[src/mips_pkg.sv]
package mips_pkg;

    //////////////////////////////////////////////////
    // sizes

    localparam int NUM_REGS          = 32;
    localparam int MEM_WORDS         = 32;
    localparam int INSTR_QUEUE_DEPTH = 4;  // also the credits held by the source

    //////////////////////////////////////////////////
    // widths with a meaning

    typedef logic [31:0]                   word_t;      // register and memory data
    typedef logic [31:0]                   instr_t;
    typedef logic [$clog2(NUM_REGS)-1:0]   reg_addr_t;
    typedef logic [$clog2(MEM_WORDS)-1:0]  mem_addr_t;  // word index, not a byte address
    typedef logic [15:0]                   imm_t;

    //////////////////////////////////////////////////
    // instruction fields and alu codes

    typedef enum logic [5:0]
    {
        OP_RTYPE = 6'b000000,
        OP_ADDI  = 6'b001000,
        OP_LW    = 6'b100011,
        OP_SW    = 6'b101011
    } opcode_e;

    typedef enum logic [5:0]
    {
        FN_ADD = 6'b100000,
        FN_SUB = 6'b100010,
        FN_AND = 6'b100100,
        FN_OR  = 6'b100101,
        FN_SLT = 6'b101010
    } funct_e;

    typedef enum logic [2:0]
    {
        ALU_AND = 3'b000,
        ALU_OR  = 3'b001,
        ALU_ADD = 3'b010,
        ALU_NOP = 3'b100,  // result forced to zero
        ALU_SUB = 3'b110,
        ALU_SLT = 3'b111   // unsigned compare
    } alu_op_e;

endpackage

[src/mips_decode.sv]
`timescale 1ns/1ns

module mips_decode
(
    input  logic                clk,
    input  logic                reset,
    input  logic                instr_valid,
    input  mips_pkg::instr_t    instr,
    input  mips_pkg::word_t     rs_data,
    input  mips_pkg::word_t     rt_data,
    input  mips_pkg::reg_addr_t mem_dest,
    input  logic                mem_reg_write,
    output logic                instr_credit,
    output mips_pkg::reg_addr_t rs_addr,
    output mips_pkg::reg_addr_t rt_addr,
    output logic                ex_valid,
    output logic                ex_use_imm,
    output logic                ex_reg_write,
    output logic                ex_mem_read,
    output logic                ex_mem_write,
    output mips_pkg::alu_op_e   ex_alu_op,
    output mips_pkg::reg_addr_t ex_dest,
    output mips_pkg::word_t     ex_rs_data,
    output mips_pkg::word_t     ex_rt_data,
    output mips_pkg::word_t     ex_imm
);
    import mips_pkg::*;

    typedef logic [$clog2(INSTR_QUEUE_DEPTH)-1:0] qptr_t;
    typedef logic [$clog2(INSTR_QUEUE_DEPTH):0]   qcount_t;

    instr_t    queue_mem [INSTR_QUEUE_DEPTH];
    qptr_t     wr_ptr;
    qptr_t     rd_ptr;
    qcount_t   count;
    instr_t    head;
    imm_t      imm_field;
    word_t     imm_ext;
    alu_op_e   fn_op;
    alu_op_e   dec_alu_op;
    reg_addr_t dec_dest;
    logic      dec_use_imm;
    logic      dec_reg_write;
    logic      dec_mem_read;
    logic      dec_mem_write;
    logic      use_rs;
    logic      use_rt;
    logic      ex_hit;
    logic      mem_hit;
    logic      rs_hazard;
    logic      rt_hazard;
    logic      issue;

    //////////////////////////////////////////////////
    // instruction queue

    always_ff @(posedge clk)
    begin
        if (instr_valid)
            queue_mem[wr_ptr] <= instr;
    end

    always_ff @(posedge clk)
    begin
        if (reset)
        begin
            wr_ptr <= '0;
            rd_ptr <= '0;
            count  <= '0;
        end
        else
        begin
            if (instr_valid)
                wr_ptr <= wr_ptr + qptr_t'(1);
            if (issue)
                rd_ptr <= rd_ptr + qptr_t'(1);
            case ({instr_valid, issue})
                2'b10:   count <= count + qcount_t'(1);
                2'b01:   count <= count - qcount_t'(1);
                default: count <= count;  // none, or push and pop together
            endcase
        end
    end

    assign head         = queue_mem[rd_ptr];
    assign rs_addr      = head[25:21];
    assign rt_addr      = head[20:16];
    assign imm_field    = head[15:0];
    assign imm_ext      = {{16{imm_field[15]}}, imm_field};
    assign instr_credit = issue;  // one credit back per issued instruction

    //////////////////////////////////////////////////
    // control decode

    always_comb
    begin
        case (head[5:0])
            FN_ADD:  fn_op = ALU_ADD;
            FN_SUB:  fn_op = ALU_SUB;
            FN_AND:  fn_op = ALU_AND;
            FN_OR:   fn_op = ALU_OR;
            FN_SLT:  fn_op = ALU_SLT;
            default: fn_op = ALU_NOP;
        endcase
    end

    always_comb
    begin
        dec_alu_op    = ALU_NOP;  // anything unknown leaves no trace
        dec_use_imm   = 1'b0;
        dec_reg_write = 1'b0;
        dec_mem_read  = 1'b0;
        dec_mem_write = 1'b0;
        dec_dest      = rt_addr;
        use_rs        = 1'b0;
        use_rt        = 1'b0;
        case (head[31:26])
            OP_RTYPE:
            begin
                if (fn_op != ALU_NOP)
                begin
                    dec_alu_op    = fn_op;
                    dec_reg_write = 1'b1;
                    dec_dest      = head[15:11];  // rd
                    use_rs        = 1'b1;
                    use_rt        = 1'b1;
                end
            end
            OP_ADDI, OP_LW:
            begin
                dec_alu_op    = ALU_ADD;
                dec_use_imm   = 1'b1;
                dec_reg_write = 1'b1;
                dec_mem_read  = (head[31:26] == OP_LW);
                use_rs        = 1'b1;
            end
            OP_SW:
            begin
                dec_alu_op    = ALU_ADD;
                dec_use_imm   = 1'b1;
                dec_mem_write = 1'b1;
                use_rs        = 1'b1;
                use_rt        = 1'b1;  // store data
            end
            default:
            begin
                dec_alu_op = ALU_NOP;
            end
        endcase
    end

    // results still in flight, wb is covered by register file write-through
    assign ex_hit    = ex_valid && ex_reg_write && (ex_dest != '0);
    assign mem_hit   = mem_reg_write && (mem_dest != '0);
    assign rs_hazard = use_rs && ((ex_hit && ex_dest == rs_addr) ||
                                  (mem_hit && mem_dest == rs_addr));
    assign rt_hazard = use_rt && ((ex_hit && ex_dest == rt_addr) ||
                                  (mem_hit && mem_dest == rt_addr));
    assign issue     = (count != '0) && !rs_hazard && !rt_hazard;

    //////////////////////////////////////////////////
    // decode to execute register

    always_ff @(posedge clk)
    begin
        if (reset)
        begin
            ex_valid     <= 1'b0;
            ex_reg_write <= 1'b0;
            ex_mem_read  <= 1'b0;
            ex_mem_write <= 1'b0;
        end
        else
        begin
            ex_valid     <= issue;  // bubble while stalled
            ex_reg_write <= issue && dec_reg_write;
            ex_mem_read  <= issue && dec_mem_read;
            ex_mem_write <= issue && dec_mem_write;
        end
    end

    always_ff @(posedge clk)
    begin
        if (issue)
        begin
            ex_alu_op  <= dec_alu_op;
            ex_use_imm <= dec_use_imm;
            ex_dest    <= dec_dest;
            ex_rs_data <= rs_data;
            ex_rt_data <= rt_data;
            ex_imm     <= imm_ext;
        end
    end

    // the source must hold a credit for every word it sends
    a_queue_no_overflow: assert property (@(posedge clk) disable iff (reset)
        instr_valid |-> (count != qcount_t'(INSTR_QUEUE_DEPTH)) || issue);

endmodule

[src/mips_execute.sv]
`timescale 1ns/1ns

module mips_execute
(
    input  logic                clk,
    input  logic                reset,
    input  logic                ex_valid,
    input  mips_pkg::alu_op_e   ex_alu_op,
    input  logic                ex_use_imm,
    input  logic                ex_reg_write,
    input  logic                ex_mem_read,
    input  logic                ex_mem_write,
    input  mips_pkg::reg_addr_t ex_dest,
    input  mips_pkg::word_t     ex_rs_data,
    input  mips_pkg::word_t     ex_rt_data,
    input  mips_pkg::word_t     ex_imm,
    output logic                mem_valid,
    output logic                mem_reg_write,
    output logic                mem_read,
    output logic                mem_write,
    output mips_pkg::reg_addr_t mem_dest,
    output mips_pkg::word_t     mem_alu_result,
    output mips_pkg::word_t     mem_store_data
);
    import mips_pkg::*;

    word_t operand_b;
    word_t alu_result;

    assign operand_b = ex_use_imm ? ex_imm : ex_rt_data;  // addi, lw, sw take the immediate

    always_comb
    begin
        case (ex_alu_op)
            ALU_AND: alu_result = ex_rs_data & operand_b;
            ALU_OR:  alu_result = ex_rs_data | operand_b;
            ALU_ADD: alu_result = ex_rs_data + operand_b;
            ALU_SUB: alu_result = ex_rs_data - operand_b;
            ALU_SLT: alu_result = word_t'(ex_rs_data < operand_b);  // unsigned
            default: alu_result = '0;
        endcase
    end

    //////////////////////////////////////////////////
    // execute to memory register

    always_ff @(posedge clk)
    begin
        if (reset)
        begin
            mem_valid     <= 1'b0;
            mem_reg_write <= 1'b0;
            mem_read      <= 1'b0;
            mem_write     <= 1'b0;
        end
        else
        begin
            mem_valid     <= ex_valid;
            mem_reg_write <= ex_valid && ex_reg_write;  // bubbles never look like writers
            mem_read      <= ex_valid && ex_mem_read;
            mem_write     <= ex_valid && ex_mem_write;
        end
    end

    always_ff @(posedge clk)
    begin
        mem_dest       <= ex_dest;
        mem_alu_result <= alu_result;
        mem_store_data <= ex_rt_data;
    end

    // decode never builds an instruction that both loads and stores
    a_mem_rw_exclusive: assert property (@(posedge clk) disable iff (reset)
        ex_valid |-> !(ex_mem_read && ex_mem_write));

endmodule

[src/mips_pipe_top.sv]
`timescale 1ns/1ns

module mips_pipe_top
(
    input  logic                clk,
    input  logic                reset,
    input  logic                instr_valid,
    input  mips_pkg::instr_t    instr,
    output logic                instr_credit,
    output logic                wb_valid,
    output mips_pkg::reg_addr_t wb_reg,
    output mips_pkg::word_t     wb_data
);
    import mips_pkg::*;

    // register file read ports
    reg_addr_t rs_addr;
    reg_addr_t rt_addr;
    word_t     rs_data;
    word_t     rt_data;

    // decode to execute
    logic      ex_valid;
    logic      ex_use_imm;
    logic      ex_reg_write;
    logic      ex_mem_read;
    logic      ex_mem_write;
    alu_op_e   ex_alu_op;
    reg_addr_t ex_dest;
    word_t     ex_rs_data;
    word_t     ex_rt_data;
    word_t     ex_imm;

    // execute to result, dest and reg_write also feed the hazard check
    logic      mem_valid;
    logic      mem_reg_write;
    logic      mem_read;
    logic      mem_write;
    reg_addr_t mem_dest;
    word_t     mem_alu_result;
    word_t     mem_store_data;

    mips_decode   decode_i   (.*);
    mips_reg_file reg_file_i (.*);
    mips_execute  execute_i  (.*);
    mips_result   result_i   (.*);

endmodule

[src/mips_reg_file.sv]
`timescale 1ns/1ns

module mips_reg_file
(
    input  logic                clk,
    input  logic                reset,
    input  mips_pkg::reg_addr_t rs_addr,
    input  mips_pkg::reg_addr_t rt_addr,
    input  logic                wb_valid,
    input  mips_pkg::reg_addr_t wb_reg,
    input  mips_pkg::word_t     wb_data,
    output mips_pkg::word_t     rs_data,
    output mips_pkg::word_t     rt_data
);
    import mips_pkg::*;

    word_t regs [NUM_REGS];

    // one read port with write-through from wb
    function automatic word_t read_port(input reg_addr_t addr,
                                        input word_t     stored,
                                        input logic      wvalid,
                                        input reg_addr_t waddr,
                                        input word_t     wdata);
        if (addr == '0)
            read_port = '0;  // r0 is hardwired
        else if (wvalid && waddr == addr)
            read_port = wdata;
        else
            read_port = stored;
    endfunction

    always_ff @(posedge clk)
    begin
        if (reset)
        begin
            for (int i = 0; i < NUM_REGS; i++)
                regs[i] <= word_t'(i);  // register i starts at i
        end
        else if (wb_valid && wb_reg != '0)
            regs[wb_reg] <= wb_data;
    end

    assign rs_data = read_port(rs_addr, regs[rs_addr], wb_valid, wb_reg, wb_data);
    assign rt_data = read_port(rt_addr, regs[rt_addr], wb_valid, wb_reg, wb_data);

endmodule

[src/mips_result.sv]
`timescale 1ns/1ns

module mips_result
(
    input  logic                clk,
    input  logic                reset,
    input  logic                mem_valid,
    input  logic                mem_reg_write,
    input  logic                mem_read,
    input  logic                mem_write,
    input  mips_pkg::reg_addr_t mem_dest,
    input  mips_pkg::word_t     mem_alu_result,
    input  mips_pkg::word_t     mem_store_data,
    output logic                wb_valid,
    output mips_pkg::reg_addr_t wb_reg,
    output mips_pkg::word_t     wb_data
);
    import mips_pkg::*;

    word_t     data_mem [MEM_WORDS];
    mem_addr_t mem_index;
    word_t     load_data;
    word_t     wb_data_next;

    // low bits of the alu result pick the word
    assign mem_index    = mem_alu_result[$bits(mem_addr_t)-1:0];
    assign load_data    = data_mem[mem_index];
    assign wb_data_next = mem_read ? load_data : mem_alu_result;

    //////////////////////////////////////////////////
    // data memory

    always_ff @(posedge clk)
    begin
        if (reset)
        begin
            for (int i = 0; i < MEM_WORDS; i++)
                data_mem[i] <= word_t'(i);  // word i starts at i
        end
        else if (mem_valid && mem_write)
            data_mem[mem_index] <= mem_store_data;
    end

    //////////////////////////////////////////////////
    // memory to write-back register

    always_ff @(posedge clk)
    begin
        if (reset)
            wb_valid <= 1'b0;
        else
            wb_valid <= mem_valid && mem_reg_write && (mem_dest != '0);  // r0 writes vanish here
    end

    always_ff @(posedge clk)
    begin
        wb_reg  <= mem_dest;
        wb_data <= wb_data_next;
    end

endmodule

[config.mk]
export PLATFORM = sky130hd
export DESIGN_NAME = mips_pipe_top
export DESIGN_NICKNAME = d
export VERILOG_FILES = /design/src/mips_pkg.sv /design/src/mips_decode.sv /design/src/mips_execute.sv /design/src/mips_pipe_top.sv /design/src/mips_reg_file.sv /design/src/mips_result.sv
export SDC_FILE = /design/constraint.sdc
export NUM_CORES = 2
export LEC_CHECK = 0
export CELL_PAD_IN_SITES_DETAIL_PLACEMENT = 0
export CELL_PAD_IN_SITES_GLOBAL_PLACEMENT = 1
export CORE_UTILIZATION = 59
export DETAILED_ROUTE_END_ITERATION = 7
export DONT_BUFFER_PORTS = 1
export HOLD_SLACK_MARGIN = 0.05
export PLACE_DENSITY_LB_ADDON = 0.05
export SLEW_MARGIN = 20
export SYNTH_ARGS = -nofsm -noshare
export SYNTH_HDL_FRONTEND = slang
export SYNTH_SLANG_ARGS = --single-unit
[constraint.sdc]
create_clock -name clk -period 10 [get_ports clk]
set_clock_uncertainty 0.05 [all_clocks]
set_input_delay 2 -clock clk [delete_from_list [all_inputs] [get_ports clk]]
set_output_delay 2 -clock clk [all_outputs]
set_load 0.05 [all_outputs]
=== Yosys cells after proc, flatten, opt, wreduce, memory -nomap -nowiden ===
Memory sizes are Yosys's and may differ from the RTL's. A register that Yosys moved wholly into a read port is not among the register bits.
Cells that the tools add are included.

* Memories kept: 3
* Output and inout bits: 39
* Input port bits: 35
* RAM bits: 2176
* Register bits: 211

* Add/sub/neg operators: 6
* Order comparisons: 1
* Multiplexer cells: 36
* Bitwise logic cells: 2
* Equal/unequal tests: 21
* Reduce and logical (&&, ||, !) cells: 39

{| class="wikitable"
|+ Memories
! name !! words !! width !! read ports !! clocked after memory_dff !! write ports !! line !! source
|-
| reg_file_i.regs || 32 || 32 || 2 || 0 || 32 || mips_reg_file.sv:17 || <nowiki>word_t regs [NUM_REGS];</nowiki>
|-
| result_i.data_mem || 32 || 32 || 1 || 1 || 32 || mips_result.sv:20 || <nowiki>word_t data_mem [MEM_WORDS];</nowiki>
|-
| decode_i.queue_mem || 4 || 32 || 1 || 1 || 1 || mips_decode.sv:32 || <nowiki>instr_t queue_mem [INSTR_QUEUE_DEPTH];</nowiki>
|}

{| class="wikitable"
|+ Operators with widths
! kind !! number
|-
| 32-bit 2-to-1 mux || 6
|-
| 32-bit one-hot mux with 5 select lines || 1
|-
| 32-bit OR reduction || 2
|-
| 6-bit == test (second input constant) || 7
|-
| 32-bit adder || 1
|-
| 32-bit bitwise AND || 1
|-
| 32-bit < comparator || 1
|-
| 32-bit OR || 1
|-
| 32-bit subtractor || 1
|-
| 5-bit == test || 6
|-
| 1-bit logical AND || 22
|-
| 5-bit 2-to-1 mux || 4
|-
| 1-bit 2-to-1 mux || 16
|-
| 3-bit one-hot mux with 5 select lines || 1
|-
| 5-bit nonzero test || 3
|-
| 3-bit one-hot mux with 2 select lines || 2
|-
| 5-bit zero test || 2
|-
| 3-bit == test (second input constant) || 2
|-
| 6-bit by 4-bit == test with 1-bit output (second input constant) || 1
|-
| 6-bit zero test || 1
|-
| 1-bit one-hot mux with 2 select lines || 3
|-
| 2-bit by 1-bit adder with 2-bit output (second input constant) || 2
|-
| 2-bit 2-to-1 mux || 2
|-
| 3-bit by 1-bit adder with 3-bit output (second input constant) || 1
|-
| other kinds (14) || 16
|}

=== Logic depth before layout (Yosys ltp) ===
* Depth after elaboration: 11
* Gate-level depth with buffers: 18
* Gate-level depth less buffers: 14

=== Modules after synthesis ===
From an unflattened synthesis, not the netlist that was laid out.

* Cell total of the unflattened synthesis: 8063
* Area, all modules: 117456.4 sq um

{| class="wikitable"
|+ By module, submodules not included
! module !! cells an instance !! sequential area each (sq um) !! instances !! area an instance (sq um)
|-
| mips_reg_file || 3757 || 30749.5 || 1 || 54788.8
|-
| mips_result || 3054 || 31510.2 || 1 || 47326.6
|-
| mips_decode || 405 || 6776.5 || 1 || 8525.7
|-
| mips_execute || 847 || 1461.4 || 1 || 6815.3
|}

=== Least setup slack after synthesis ===
Ideal clock, no wire load.

* Path type: register -> output
* From: register (tool-made name)
* To: output instr_credit
* Buffers on the path: 4
* Arrival time: 4.050 ns
* Required time: 7.950 ns
* Cell stages (with the launch flop): 13
* Setup slack: 3.900 ns
* Cells stage by stage: dfxtp_1 -> buf_6 -> buf_8 -> buf_6 -> mux4_2 -> buf_4 -> xnor2_1 -> nand4_1 -> nor3_1 -> a31oi_1 -> a211o_1 -> nand2_2 -> inv_1

{| class="wikitable"
|+ RTL lines
! item !! line !! source
|-
| to (decl) || mips_pipe_top.sv:9 || <nowiki>output logic instr_credit,</nowiki>
|}

==> results.toml <==
[outcome]
status = "complete, no violations"

[clock_tree]
cts_tree = "built"
ctsRootBufferMaster = "clkbuf_16"
cts_made_buffers = 276
clk_pin_slew_ps = 60
post_cts_buffers = 0
cts_resized = 0
clock_path_buffers = 4
clock_latency_ps = 950
cts_hold_buf = 0
cts_htree_levels = 5
cts.sinks = 2389

[critical_path]
end_kind = "output pin"
crit_arrival_ps = 4570
slowest_delay_ps = 1200
worstPathMaxFanout = 57
crit_path_start_kind = "flop"
cp_slowest_cell = "mux4_4"
path_cells = "buf_4, mux4_4, xor2_1, nor4_1, a31oi_1, a211o_1, nand2_2, inv_4"
critPathKind = "reg2out"
crit_required_ps = 7950

[synth]
synth-simple-area-share_pct = 14.14
synth_top_area_share_pct = 57.77
yosys_most_used_dff = "edfxtp_1"
syn-instance-count = 8271
yosysTopAreaCell = "edfxtp_1"
synth_top_family_by_area = "multiplexers"
netlist_top_cells_count = "edfxtp_1, and2_1, mux4_2"
syn-cell-area_um2 = 117700
synthMuxAreaShare_pct = 16.05
synth-edff-count = 2265
synth-xor-area-share_pct = 0.4676
ys_seq_area_share_pct = 59.87
synth_area_leaders = "edfxtp_1, mux4_2, and2_1"
avgSynthCellArea_um2 = 14.24
synth_compound_area_share_pct = 5.028
synthArstFlopShare_pct = 0
yosys.cell_types.count = 84
synth.most_common_cell = "edfxtp_1"
yosysWarnings = 0
synth-seq-cells = 2389
synth-adder-area-share_pct = 1.124

[detailed_routing]
dr.pass1.iters = 7
drt_iter0_markers = 9576
drtAntennaViolNets = 0
via_count = 73253
drt_wl_total_um = 387700
routed_via_density = 6.755
drc_errors = 0
wire_per_inst_um = 35.75

[grt]
grt_pass1_wl_um = 543100
grt_antenna_before_repair = 26
grt_max_degree = 113
grt_pass1_vias = 72829
grt_use_total_pct = 38.36
overflow = 0

[timing]
timing.final.crit_share_pct = 66.17
slew_violations = 0
hold_violations = 0
worst_pin_slew_ps = 1186
finalCriticalPeriod_ps = 6617
fmax_mhz = 151.1
tns_ps = 0
setup_viol_count_final = 0
relSlewSlack_pct = 20.12
rsz0062_at_grt = "false"

[power_and_ir_drop]
power_density_nw_per_um2 = 281.2
total_power_w = 0.03615
p_leak_nw = 45.26
max-vdd-ir-drop_mv = 0.2679

[place]
port_buffers = 0
dp_cells = 10374
place.gp.congestion = 0.9757
dpl_cell_area_um2 = 120000
hpwl_um = 234800

[final_layout]
drive_gt1_share_pct = 18.34
fin_cells = 10844
reg_top3 = "reg_file_i.regs (1024), result_i.data_mem (1024), decode_i.queue_mem (128)"
syn_to_final_growth_pct = 9.157
design_area_um2 = 128500
fin_util_pct = 64.97
fin_nets = 8152

[floorplan]
die_y_um = 448.7
start_util_pct = 59.52
dieArea_um2 = 201400
core_um2 = 197800
ioPinCount = 74
fp-row-count = 163
die_w_um = 448.7

[run]
cap_violations = 0

[hold_path]
hold_class = "reg2reg"
-- where the power goes --
| group | leakage [nW] | internal, W | switching (W) |
|---|---|---|---|
| Clock | 4.10 | 0.00572 | 0.00398 |
| Combinational | 17.5 | 0.00458 | 0.00902 |
| Sequential | 23.6 | 0.0118 | 0.00104 |
| Total | 45.3 | 0.0221 | 0.0140 |
-- layer usage --
metal	vias to the layer above	wire length, um	track usage [%]
met2	4159	181900	60.39
met3	1084	36750	7.221
met4	6	33970	28.52
met1	37538	135000	47.62
met5	-	53	0
li1	30466	-	-
-- kinds of logic after synthesis --
logic type | after synthesis
compound gates | 840
buf+inv | 936
simple gates | 2897
other cells | 1
xor+xnor | 62
fa+ha+maj | 104
mux | 1042
flops | 2389
-- area by class of cell --
cell class	count	area, um2
Timing Repair Buffer	241	1917
Inverter	128	483.0
Antenna cell	7	17.52
Fill cell	14183	69300
Tap cell	2640	3303
Multi-Input combinational cell	4977	43800
Clock inverter	116	1082
Sequential cell	2389	70570
Clock buffer	346	7360
-- cell usage in the layout (no fill, tap or decap), types with 72 or more instances in the layout --
cell and n:
nor2_1 136, buf_4 233, mux2i_1 328, or3_1 161, or2_2 72, nand2_1 329, edfxtp_1 2265, ha_1 101
and2_1 1866, a21oi_1 134, o21ai_0 142, a221oi_1 156, inv_1 126, a31oi_1 76, mux4_2 665, nand3_1 155
clkbuf_16 284, a22oi_1 90, dfxtp_1 80
-- stage by stage --
step,hold slack [ps],setup slack (ps)
detailed placement,313.2,4227
global placement,311.4,4227
finish,325.7,3383
floorplan,297.3,3900
global route,341.4,3136
CTS,327.8,3314
-- worst paths after layout --
check / startpoint / end / slack, ps / cells after the start
setup reg to reg: flop / decode_i.ex_rt_data[29] / 4230 / 8
setup / recovery: flop / instr_credit / 3380 / 8
hold reg to reg: decode_i.ex_rt_data[20] / execute_i.mem_store_data[20] / 330 / 0
hold / removal: decode_i.ex_rt_data[20] / execute_i.mem_store_data[20] / 330 / 0
-- worst max-delay path, delay by kind of cell (launching register included) --
family          cells  cell delay (ps)
mux                 1             1200
buf+inv             2              760
simple gates        2              480
compound gates      2              440
flops               1              310
xor+xnor            1              300
Note: power is estimated with default switching activity, not from simulation.
